[config.mk]
export PLATFORM = sky130hd
export DESIGN_NAME = ex_stage
export DESIGN_NICKNAME = d
export VERILOG_FILES = /design/src/common/ex_pkg.sv /design/src/common/issue_if.sv /design/src/hw/ex_alu.sv /design/src/hw/ex_mult.sv /design/src/hw/spr_rnn.sv /design/src/hw/ex_wb_reg.sv /design/src/hw/ex_stage.sv
export SDC_FILE = /design/constraint.sdc
export NUM_CORES = 2
export LEC_CHECK = 0
export ABC_AREA = 0
export ABC_CLOCK_PERIOD_IN_PS = 8750
export BUFFER_PORTS_ARGS = -buffer_cell sky130_fd_sc_hd__buf_2
export CAP_MARGIN = 10
export CELL_PAD_IN_SITES_DETAIL_PLACEMENT = 1
export CELL_PAD_IN_SITES_GLOBAL_PLACEMENT = 1
export CORE_MARGIN = 2
export CORE_UTILIZATION = 51
export CTS_CLUSTER_DIAMETER = 200
export DETAILED_ROUTE_END_ITERATION = 8
export PLACE_DENSITY = 0.89
export SYNTH_ARGS = -nofsm -noshare
export SYNTH_HDL_FRONTEND = slang
export SYNTH_HIERARCHICAL = 1
export SYNTH_SLANG_ARGS = --single-unit
export TNS_END_PERCENT = 5
[constraint.sdc]
create_clock -name clk -period 8.75 [get_ports clk]
set_input_delay 0 -clock clk [delete_from_list [all_inputs] [get_ports clk]]
set_output_delay 0 -clock clk [all_outputs]
set_load 0.02 [all_outputs]
[src/common/ex_pkg.sv]
package ex_pkg;

  //////////////////////////////
  // Widths
  //////////////////////////////

  localparam int XLEN       = 32;
  localparam int REG_ADDR_W = 6;  // GPRs plus the FP/SPR space
  localparam int NUM_SPR    = 4;

  typedef logic [XLEN-1:0]       word_t;
  typedef logic [REG_ADDR_W-1:0] reg_addr_t;

  //////////////////////////////
  // Operators
  //////////////////////////////

  typedef enum logic [3:0] {
    ALU_ADD, ALU_SUB, ALU_AND, ALU_OR,
    ALU_XOR, ALU_SLL, ALU_SRL, ALU_SRA,
    ALU_SLT, ALU_SLTU,
    // Branch comparisons
    ALU_EQ, ALU_NE, ALU_LT, ALU_GE, ALU_LTU, ALU_GEU
  } alu_op_e;

  typedef enum logic [1:0] {
    MUL_MUL,    // Low word
    MUL_MULH,   // High word, signed, two cycles
    MUL_DOT16   // Two 16-bit lanes plus accumulator
  } mult_op_e;

  // Load-to-SPR tag with idx above en
  typedef struct packed {
    logic [$clog2(NUM_SPR)-1:0] idx;
    logic                       en;
  } tospr_t;

endpackage

[src/common/issue_if.sv]
`timescale 1ns/1ns

// Operands and operator handed from the stage to one functional unit
interface issue_if #(
  parameter type op_t = logic
);

  logic          en;
  op_t           operator;
  ex_pkg::word_t op_a;
  ex_pkg::word_t op_b;
  ex_pkg::word_t op_c;  // Accumulator or jump target

  modport stage (
    output en, operator, op_a, op_b, op_c
  );

  modport unit (
    input en, operator, op_a, op_b, op_c
  );

endinterface

[src/hw/ex_alu.sv]
`timescale 1ns/1ns

module ex_alu (
  input  logic          clk,
  input  logic          rst_n,
  issue_if.unit         issue,
  output ex_pkg::word_t result_o,
  output logic          cmp_result_o
);

  logic [4:0] shamt;
  logic       is_eq;
  logic       lt_s;
  logic       lt_u;

  assign shamt = issue.op_b[4:0];
  assign is_eq = (issue.op_a == issue.op_b);
  assign lt_s  = ($signed(issue.op_a) < $signed(issue.op_b));
  assign lt_u  = (issue.op_a < issue.op_b);

  // Branch condition is low for all non-branch operators
  always_comb begin
    unique case (issue.operator)
      ex_pkg::ALU_EQ:  cmp_result_o = is_eq;
      ex_pkg::ALU_NE:  cmp_result_o = ~is_eq;
      ex_pkg::ALU_LT:  cmp_result_o = lt_s;
      ex_pkg::ALU_GE:  cmp_result_o = ~lt_s;
      ex_pkg::ALU_LTU: cmp_result_o = lt_u;
      ex_pkg::ALU_GEU: cmp_result_o = ~lt_u;
      default:         cmp_result_o = 1'b0;
    endcase
  end

  always_comb begin
    unique case (issue.operator)
      ex_pkg::ALU_ADD:  result_o = issue.op_a + issue.op_b;
      ex_pkg::ALU_SUB:  result_o = issue.op_a - issue.op_b;
      ex_pkg::ALU_AND:  result_o = issue.op_a & issue.op_b;
      ex_pkg::ALU_OR:   result_o = issue.op_a | issue.op_b;
      ex_pkg::ALU_XOR:  result_o = issue.op_a ^ issue.op_b;
      ex_pkg::ALU_SLL:  result_o = issue.op_a << shamt;
      ex_pkg::ALU_SRL:  result_o = issue.op_a >> shamt;
      ex_pkg::ALU_SRA:  result_o = ex_pkg::word_t'($signed(issue.op_a) >>> shamt);
      ex_pkg::ALU_SLT:  result_o = {{(ex_pkg::XLEN-1){1'b0}}, lt_s};
      ex_pkg::ALU_SLTU: result_o = {{(ex_pkg::XLEN-1){1'b0}}, lt_u};
      default:          result_o = {{(ex_pkg::XLEN-1){1'b0}}, cmp_result_o};  // Branches
    endcase
  end

  // The decoder must never issue a garbage operator
  operator_known_a : assert property (
    @(posedge clk) disable iff (!rst_n)
    issue.en |-> !$isunknown(issue.operator)
  );

endmodule

[src/hw/ex_mult.sv]
`timescale 1ns/1ns

module ex_mult (
  input  logic          clk,
  input  logic          rst_n,
  issue_if.unit         issue,
  input  logic          ex_ready_i,
  output ex_pkg::word_t result_o,
  output logic          ready_o,
  output logic          multicycle_o
);

  typedef enum logic {
    MULT_IDLE,
    MULT_HIGH  // Upper word registered and presented
  } mult_state_e;

  mult_state_e        state_q;
  mult_state_e        state_d;
  logic signed [63:0] prod_full;
  logic signed [31:0] dot_hi;
  logic signed [31:0] dot_lo;
  ex_pkg::word_t      dot_res;
  ex_pkg::word_t      mulh_q;

  // One 32x32 signed array since the low word is sign agnostic
  assign prod_full = $signed(issue.op_a) * $signed(issue.op_b);

  assign dot_hi  = $signed(issue.op_a[31:16]) * $signed(issue.op_b[31:16]);
  assign dot_lo  = $signed(issue.op_a[15:0]) * $signed(issue.op_b[15:0]);
  assign dot_res = issue.op_c + ex_pkg::word_t'(dot_hi) + ex_pkg::word_t'(dot_lo);

  always_comb begin
    state_d      = state_q;
    ready_o      = 1'b1;
    multicycle_o = 1'b0;
    case (state_q)
      MULT_IDLE: begin
        if (issue.en && issue.operator == ex_pkg::MUL_MULH) begin
          ready_o = 1'b0;  // Stall for the high word
          state_d = MULT_HIGH;
        end
      end
      default: begin
        multicycle_o = 1'b1;
        if (ex_ready_i) begin
          state_d = MULT_IDLE;
        end
      end
    endcase
  end

  always_ff @(posedge clk or negedge rst_n) begin
    if (!rst_n) begin
      state_q <= MULT_IDLE;
    end else begin
      state_q <= state_d;
    end
  end

  always_ff @(posedge clk) begin
    if (state_q == MULT_IDLE && state_d == MULT_HIGH) begin
      mulh_q <= prod_full[63:32];
    end
  end

  always_comb begin
    if (state_q == MULT_HIGH) begin
      result_o = mulh_q;
    end else if (issue.operator == ex_pkg::MUL_DOT16) begin
      result_o = dot_res;
    end else begin
      result_o = prod_full[ex_pkg::XLEN-1:0];
    end
  end

  // At most one stall cycle per MULH
  single_stall_a : assert property (
    @(posedge clk) disable iff (!rst_n)
    !ready_o |=> ready_o
  );

endmodule

[src/hw/spr_rnn.sv]
`timescale 1ns/1ns

module spr_rnn (
  input  logic                               clk,
  input  logic                               rst_n,
  input  logic                               spr_we_i,
  input  logic [$clog2(ex_pkg::NUM_SPR)-1:0] spr_idx_i,
  input  ex_pkg::word_t                      lsu_rdata_i,
  input  ex_pkg::tospr_t                     tospr_ex_i,
  input  ex_pkg::word_t                      dot_op_a_i,
  output ex_pkg::word_t                      dot_op_a_o
);

  ex_pkg::word_t spr_q [ex_pkg::NUM_SPR];

  // Load data lands in the SPR during the WB cycle
  always_ff @(posedge clk or negedge rst_n) begin
    if (!rst_n) begin
      for (int i = 0; i < ex_pkg::NUM_SPR; i++) begin
        spr_q[i] <= '0;
      end
    end else if (spr_we_i) begin
      spr_q[spr_idx_i] <= lsu_rdata_i;
    end
  end

  // Dot product operand a from the tagged SPR
  assign dot_op_a_o = tospr_ex_i.en ? spr_q[tospr_ex_i.idx] : dot_op_a_i;

endmodule

[src/hw/ex_wb_reg.sv]
`timescale 1ns/1ns

module ex_wb_reg (
  input  logic                               clk,
  input  logic                               rst_n,
  input  logic                               ex_valid_i,
  input  logic                               wb_ready_i,
  input  logic                               regfile_we_i,
  input  logic                               lsu_err_i,
  input  ex_pkg::reg_addr_t                  regfile_waddr_i,
  input  ex_pkg::tospr_t                     tospr_ex_i,
  input  ex_pkg::word_t                      mult_result_i,
  input  ex_pkg::word_t                      lsu_rdata_i,
  output logic                               regfile_we_wb_o,
  output ex_pkg::reg_addr_t                  regfile_waddr_wb_o,
  output ex_pkg::word_t                      regfile_wdata_wb_o,
  output logic                               spr_we_o,
  output logic [$clog2(ex_pkg::NUM_SPR)-1:0] spr_idx_o
);

  logic              we_q;
  ex_pkg::reg_addr_t waddr_q;
  ex_pkg::tospr_t    tospr_q;
  ex_pkg::word_t     mult_result_q;  // Free running copy one cycle old

  always_ff @(posedge clk or negedge rst_n) begin
    if (!rst_n) begin
      we_q    <= 1'b0;
      tospr_q <= '0;
    end else if (ex_valid_i) begin
      we_q    <= regfile_we_i & ~lsu_err_i;  // Bus error kills the write
      tospr_q <= tospr_ex_i;
    end else if (wb_ready_i) begin
      we_q    <= 1'b0;  // Nothing new so the slot flushes
    end
  end

  always_ff @(posedge clk) begin
    mult_result_q <= mult_result_i;
    if (ex_valid_i) begin
      waddr_q <= regfile_waddr_i;
    end
  end

  // Load port mux
  assign regfile_we_wb_o    = we_q;
  assign regfile_waddr_wb_o = waddr_q;
  assign regfile_wdata_wb_o = tospr_q.en ? mult_result_q : lsu_rdata_i;
  assign spr_we_o           = we_q & tospr_q.en;
  assign spr_idx_o          = tospr_q.idx;

endmodule

[src/hw/ex_stage.sv]
`timescale 1ns/1ns

module ex_stage (
  input  logic              clk,
  input  logic              rst_n,
  // ALU issue
  input  logic              alu_en_i,
  input  ex_pkg::alu_op_e   alu_operator_i,
  input  ex_pkg::word_t     alu_operand_a_i,
  input  ex_pkg::word_t     alu_operand_b_i,
  input  ex_pkg::word_t     alu_operand_c_i,
  // Multiplier issue
  input  logic              mult_en_i,
  input  ex_pkg::mult_op_e  mult_operator_i,
  input  ex_pkg::word_t     mult_operand_a_i,
  input  ex_pkg::word_t     mult_operand_b_i,
  input  ex_pkg::word_t     mult_operand_c_i,
  // Load path
  input  logic              lsu_en_i,
  input  ex_pkg::word_t     lsu_rdata_i,
  input  ex_pkg::tospr_t    lsu_tospr_ex_i,
  input  logic              lsu_ready_ex_i,
  input  logic              lsu_err_i,
  // CSR and branch
  input  logic              csr_access_i,
  input  ex_pkg::word_t     csr_rdata_i,
  input  logic              branch_in_ex_i,
  // Register writes
  input  logic              regfile_alu_we_i,
  input  ex_pkg::reg_addr_t regfile_alu_waddr_i,
  input  logic              regfile_we_i,
  input  ex_pkg::reg_addr_t regfile_waddr_i,
  input  logic              wb_ready_i,
  // Forwarding to ID
  output logic              regfile_alu_we_fw_o,
  output ex_pkg::reg_addr_t regfile_alu_waddr_fw_o,
  output ex_pkg::word_t     regfile_alu_wdata_fw_o,
  // Load write port
  output logic              regfile_we_wb_o,
  output ex_pkg::reg_addr_t regfile_waddr_wb_o,
  output ex_pkg::word_t     regfile_wdata_wb_o,
  output ex_pkg::word_t     jump_target_o,
  output logic              branch_decision_o,
  output logic              mult_multicycle_o,
  output logic              compute_load_vliw_o,
  output logic              ex_ready_o,
  output logic              ex_valid_o
);

  ex_pkg::word_t                      alu_result;
  logic                               alu_cmp_result;
  ex_pkg::word_t                      mult_result;
  logic                               mult_ready;
  ex_pkg::word_t                      dot_op_a;
  logic                               spr_we;
  logic [$clog2(ex_pkg::NUM_SPR)-1:0] spr_idx;

  issue_if #(.op_t(ex_pkg::alu_op_e))  alu_if ();
  issue_if #(.op_t(ex_pkg::mult_op_e)) mult_if ();

  //////////////////////////////
  // ALU
  //////////////////////////////

  assign alu_if.en       = alu_en_i;
  assign alu_if.operator = alu_operator_i;
  assign alu_if.op_a     = alu_operand_a_i;
  assign alu_if.op_b     = alu_operand_b_i;
  assign alu_if.op_c     = alu_operand_c_i;

  ex_alu u_alu (
    .clk          (clk),
    .rst_n        (rst_n),
    .issue        (alu_if.unit),
    .result_o     (alu_result),
    .cmp_result_o (alu_cmp_result)
  );

  assign branch_decision_o = alu_cmp_result;
  assign jump_target_o     = alu_if.op_c;  // Target computed in ID

  //////////////////////////////
  // Multiplier and SPRs
  //////////////////////////////

  spr_rnn u_spr (
    .clk         (clk),
    .rst_n       (rst_n),
    .spr_we_i    (spr_we),
    .spr_idx_i   (spr_idx),
    .lsu_rdata_i (lsu_rdata_i),
    .tospr_ex_i  (lsu_tospr_ex_i),
    .dot_op_a_i  (mult_operand_a_i),
    .dot_op_a_o  (dot_op_a)
  );

  assign mult_if.en       = mult_en_i;
  assign mult_if.operator = mult_operator_i;
  assign mult_if.op_a     = dot_op_a;
  assign mult_if.op_b     = mult_operand_b_i;
  assign mult_if.op_c     = mult_operand_c_i;

  ex_mult u_mult (
    .clk          (clk),
    .rst_n        (rst_n),
    .issue        (mult_if.unit),
    .ex_ready_i   (ex_ready_o),
    .result_o     (mult_result),
    .ready_o      (mult_ready),
    .multicycle_o (mult_multicycle_o)
  );

  //////////////////////////////
  // Write ports
  //////////////////////////////

  assign compute_load_vliw_o = alu_en_i & mult_en_i;

  always_comb begin
    regfile_alu_we_fw_o    = regfile_alu_we_i;
    regfile_alu_waddr_fw_o = regfile_alu_waddr_i;
    if (compute_load_vliw_o) begin
      regfile_alu_wdata_fw_o = alu_result;  // Multiplier result goes via WB
    end else if (csr_access_i) begin
      regfile_alu_wdata_fw_o = csr_rdata_i;
    end else if (mult_en_i) begin
      regfile_alu_wdata_fw_o = mult_result;
    end else begin
      regfile_alu_wdata_fw_o = alu_result;
    end
  end

  ex_wb_reg u_ex_wb (
    .clk                (clk),
    .rst_n              (rst_n),
    .ex_valid_i         (ex_valid_o),
    .wb_ready_i         (wb_ready_i),
    .regfile_we_i       (regfile_we_i),
    .lsu_err_i          (lsu_err_i),
    .regfile_waddr_i    (regfile_waddr_i),
    .tospr_ex_i         (lsu_tospr_ex_i),
    .mult_result_i      (mult_result),
    .lsu_rdata_i        (lsu_rdata_i),
    .regfile_we_wb_o    (regfile_we_wb_o),
    .regfile_waddr_wb_o (regfile_waddr_wb_o),
    .regfile_wdata_wb_o (regfile_wdata_wb_o),
    .spr_we_o           (spr_we),
    .spr_idx_o          (spr_idx)
  );

  // Branches resolve here and never need WB
  assign ex_ready_o = (mult_ready & lsu_ready_ex_i & wb_ready_i) | branch_in_ex_i;
  assign ex_valid_o = (alu_en_i | mult_en_i | csr_access_i | lsu_en_i)
                      & mult_ready & lsu_ready_ex_i & wb_ready_i;

endmodule

==> flow_summary_export.csv, run 1 <==
group,metric,value,unit
cts,clock-root-buffer,"clkbuf_16",
placed_design,placedInstanceArea,72900,um2
synthesis,ys_top_cells_by_count,"inv_1, fa_1, nand2_1",
placed_design,placed_cells,9177,
cts,cts_buffer_depth,3,
synthesis,netlist_area,67860,um2
cts,cts.sinks,203,
cts,cts_made_buffers,24,
global_route,grt_use_total,62.48,%
synthesis,synth_cells,7216,
synthesis,yosys.area.top_type_share,42.78,%
synthesis,synth_edf_count,38,
placed_design,portBuffers,325,
placed_design,gp_congestion,1.042,
synthesis,yosysWarnings,6,
synthesis,synth.most_common_cell,"inv_1",
sta,endpoint_type,"top-level output",
synthesis,yosys_most_used_dff,"dfrtp_1",
placed_design,dp_hpwl,249400,um
floorplan,start_util,51.49,%
synthesis,syn_avg_cell_area,9.404,um2
status,status,"aborted with a tool error",
floorplan,fp-row-count,133,
floorplan,io_pins,404,
synthesis,ys_seq_area_share,7.530,%
floorplan,die_h,368.8,um
global_route,antenna_found_initial,80,
status,firstError,"[ERROR GRT-0232] Routing congestion too high. Check the congestion heatmap in the GUI.",
synthesis,yosys-top-cells-area,"fa_1, inv_1, ha_1",
status,stop_stage,"global routing",
cts,htreeDepth,1,
global_route,overflow,26,
synthesis,synth_nets,9358,
synthesis,synth_cell_type_count,105,
synthesis,synthArstFlopShare,65.52,%
floorplan,die_w,368.8,um
global_route,grt_max_degree,79,
synthesis,ys_ff_latch,203,
sta,worst_endpoint,"regfile_alu_wdata_fw_o[27]",
synthesis,synth_top_cell_by_area,"fa_1",
==> routing by layer <==
layer	GRT usage, %	overflow
met1	63.72	0
met2	81.39	10
met3	44.17	0
met4	57.03	16
met5	23.72	0
==> cell families after synthesis <==
logic type	share of synthesized area (%)
adders and majority gates	50.21
and+or+nand+nor	12.71
AOI/OAI and AO/OA	9.258
DFF	7.530
xor gates and xnor gates	1.807
muxes	6.999
buffers and inverters	11.48
==> stage by stage <==
step / hold slack, ps / setup WS, ps
after detailed placement: 0.1367 / -190.0
after CTS: 0.1367 / -82.45
after floorplan: -295.6 / 457.9
after global placement: 0.1367 / 110.2
==> repair_timing <==
action	CTS
endpoints found under the hold margin	214
gates resized for setup	259
cloned	12
pin swaps	145
buffers inserted	75
hold buffers	45
endpoints found under the setup margin	19
==> run 2, diff against run 1 <==
--- a/config.mk
+++ b/config.mk
@@ -9,13 +9,10 @@
 export ABC_CLOCK_PERIOD_IN_PS = 8750
 export BUFFER_PORTS_ARGS = -buffer_cell sky130_fd_sc_hd__buf_2
 export CAP_MARGIN = 10
-export CELL_PAD_IN_SITES_DETAIL_PLACEMENT = 1
-export CELL_PAD_IN_SITES_GLOBAL_PLACEMENT = 1
 export CORE_MARGIN = 2
-export CORE_UTILIZATION = 51
-export CTS_CLUSTER_DIAMETER = 200
+export CORE_UTILIZATION = 40
 export DETAILED_ROUTE_END_ITERATION = 8
-export PLACE_DENSITY = 0.89
+export PLACE_DENSITY_LB_ADDON = 0.15
 export SYNTH_ARGS = -nofsm -noshare
 export SYNTH_HDL_FRONTEND = slang
 export SYNTH_HIERARCHICAL = 1
==> run 2 against run 1 <==
Net effect:
- area after synthesis did not move
- the flow now finishes, with violations (setup timing)
- synthesized cell count stayed put
==> flow_summary_export.csv, run 2 <==
group,metric,value,unit
placed_design,dp_hpwl,228200,um
final_layout,fill_cells,16413,
setup_path,slowest_delay,570,ps
setup_path,path_common_cell,"fa_1",
placed_design,dp_worst_setup_slack,-79.53,ps
setup_path,start_kind,"flop",
global_route,grt_max_degree,73,
setup_path,rrSetupSlack,180,ps
status,violations,"setup timing",
cts,cts_tree,"done",
final_layout,drive_above_1_share,18.84,%
synthesis,synth_cell_type_count,105,
floorplan,dieArea,173000,um2
setup_path,ff2ff_path_depth,29,
final_layout,nNetsFinal,9987,
flow_run,maxCapViolations,0,
floorplan,start_util,40.17,%
cts,cts.sinks,203,
synthesis,syn_avg_cell_area,9.404,um2
cts,htreeDepth,1,
synthesis,ys_top_cells_by_count,"inv_1, fa_1, nand2_1",
cts,cts_made_buffers,23,
sta,worst_pin_slew,1273,ps
cts,insertion_delay,570,ps
final_layout,fin_util,46.76,%
placed_design,portBuffers,325,
setup_path,rr_endpoint,"u_mult/mulh_q[11]",
cts,clock-root-buffer,"clkbuf_16",
global_route,grt_pass1_vias,58653,
routing,via_per_inst,5.495,
sta,worst_hold_slack,0.007743,ps
sta,max_slew_margin,14.00,%
final_layout,final_common_cell,"inv_1",
min_path,hold_depth,0,
synthesis,yosys_most_used_dff,"dfrtp_1",
setup_path,worstPathArrival,8890,ps
sta,min_period,8891,ps
routing,dr.pass1.iters,7,
routing,routed_wl,277200,um
synthesis,synthArstFlopShare,65.52,%
sta,finClkSkew,30.03,ps
final_layout,top_register,"u_spr/spr_q",
min_path,hp-class,"in2out",
final_layout,area_growth,16.40,%
setup_path,required,8750,ps
sta,setup_viol,7,
sta,fin_ws,-141.5,ps
min_path,min_to,"jump_target_o[14]",
synthesis,yosys.area.top_type_share,42.78,%
floorplan,coreArea,168900,um2
setup_path,worst_setup_path_end_kind,"primary output",
synthesis,yosys-top-cells-area,"fa_1, inv_1, ha_1",
synthesis,synth_cells,7216,
setup_path,crit_type,"reg2out",
routing,post_drt_wl_per_cell,27.48,um
sta,finalMaxSlewViolations,0,
routing,route.detailed.drc,0,
synthesis,synth_edf_count,38,
final_layout,mostFrequentLayoutCells,"inv_1, fa_1, nand2_1",
status,status,"complete, but fails checks",
final_layout,final-instance-count-excl-fill,10087,
floorplan,die_w,415.9,um
cts,cts_buffer_depth,3,
floorplan,die_h,415.9,um
synthesis,synth.most_common_cell,"inv_1",
placed_design,placed_cells,9929,
sta,period_share,101.6,%
synthesis,synth_top_cell_by_area,"fa_1",
setup_path,cpMaxStageDelayCell,"fa_1",
global_route,overflow,0,
sta,finalHoldViolCount,0,
routing,dr.first_iter.drc_count,4942,
synthesis,ys_seq_area_share,7.530,%
placed_design,gp_congestion,0.9826,
synthesis,synth_nets,9358,
global_route,grt_use_total,32.09,%
global_route,grt_pass1_wl,405000,um
routing,dr_total_vias,55429,
final_layout,largest_reg_flops,128,
synthesis,yosysWarnings,6,
final_layout,reg.largest.list,"u_spr/spr_q x128, u_ex_wb/mult_result_q x32, u_mult/mulh_q x32",
setup_path,r2r_start,"u_spr/spr_q[109]",
floorplan,fp-row-count,151,
synthesis,netlist_area,67860,um2
cts,cts.clk_slew.worst_paths,60,ps
sta,max_freq,112.5,MHz
routing,postRouteAntennaNets,0,
min_path,min_from,"alu_operand_c_i[14]",
floorplan,io_pins,404,
sta,rsz0062_at_grt,"yes",
setup_path,cp_max_fo,5,
global_route,antenna_found_initial,25,
synthesis,ys_ff_latch,203,
run 2: cell type report:
type,instances,area (um2),share of cell area (%)
Multi-Input combinational cell,5028,56210,71.17
Clock buffer,34,720.7,0.9124
Timing Repair Buffer,1035,8232,10.42
Clock inverter,8,80.08,0.1014
Sequential cell,203,5112,6.473
Antenna cell,7,17.52,0.02218
Inverter,1554,5837,7.390
Tap cell,2218,2775,3.514
run 2: what timing repair did:
item | CTS | global route
endpoints found under the hold margin | 215 | 0
endpoints found under the setup margin | 16 | 33
buffers inserted | 46 | 9
resized for setup | 152 | 52
pin swaps | 89 | 43
gates cloned | 7 | 1
hold buffers | 47 | 0
run 2: worst max-delay path by stage:
stage,from,end,depth (start not counted)
after floorplan,lsu_tospr_ex_i[1],u_mult/mulh_q[25],28
after global placement,lsu_tospr_ex_i[1],regfile_alu_wdata_fw_o[31],32
after detailed placement,lsu_tospr_ex_i[1],regfile_alu_wdata_fw_o[31],32
after CTS,u_spr/spr_q[43],regfile_alu_wdata_fw_o[31],31
after global routing,u_spr/spr_q[77],regfile_alu_wdata_fw_o[31],30
final,u_spr/spr_q[109],regfile_alu_wdata_fw_o[31],30
run 2: cell families after synthesis:
kind of cell,after synthesis,synth area share [%]
simple gates,1723,12.71
flops,203,7.530
compound gates,928,9.258
buf+inv,1985,11.48
xor+xnor,140,1.807
fa+ha+maj,1853,50.21
mux,384,6.999
run 2: worst max-delay path: cells and delay by family, from the launching register on:
family	cells	cell delay (ps)
adder cells (fa/ha/maj)	9	4260
buffers and inverters	8	1280
AO/OA/AOI/OAI	7	1140
AND/OR/NAND/NOR	4	930
flip-flops	1	390
multiplexers	1	210
XOR/XNOR	1	70
run 2: metal layers:
layer / wire length [um] / track usage (%) / vias to the layer above
li1: - / - / 23646
met4: 13570 / 13.02 / 4
met1: 115800 / 43.69 / 28873
met2: 126900 / 51.23 / 2468
met5: 27 / 0 / -
met3: 20900 / 4.907 / 438
run 2: stage by stage:
step,setup TNS (ps),area [um2]
after floorplan,0,67860
after CTS,-379.2,78660
after detailed placement,-346.8,76150
final,-557.8,78980
after global routing,-4052,78970
after global placement,-288.4,76150
Power of run 2 is not shown: default switching activity piles up to over one toggle a cycle in this logic, so the estimate is an artifact.
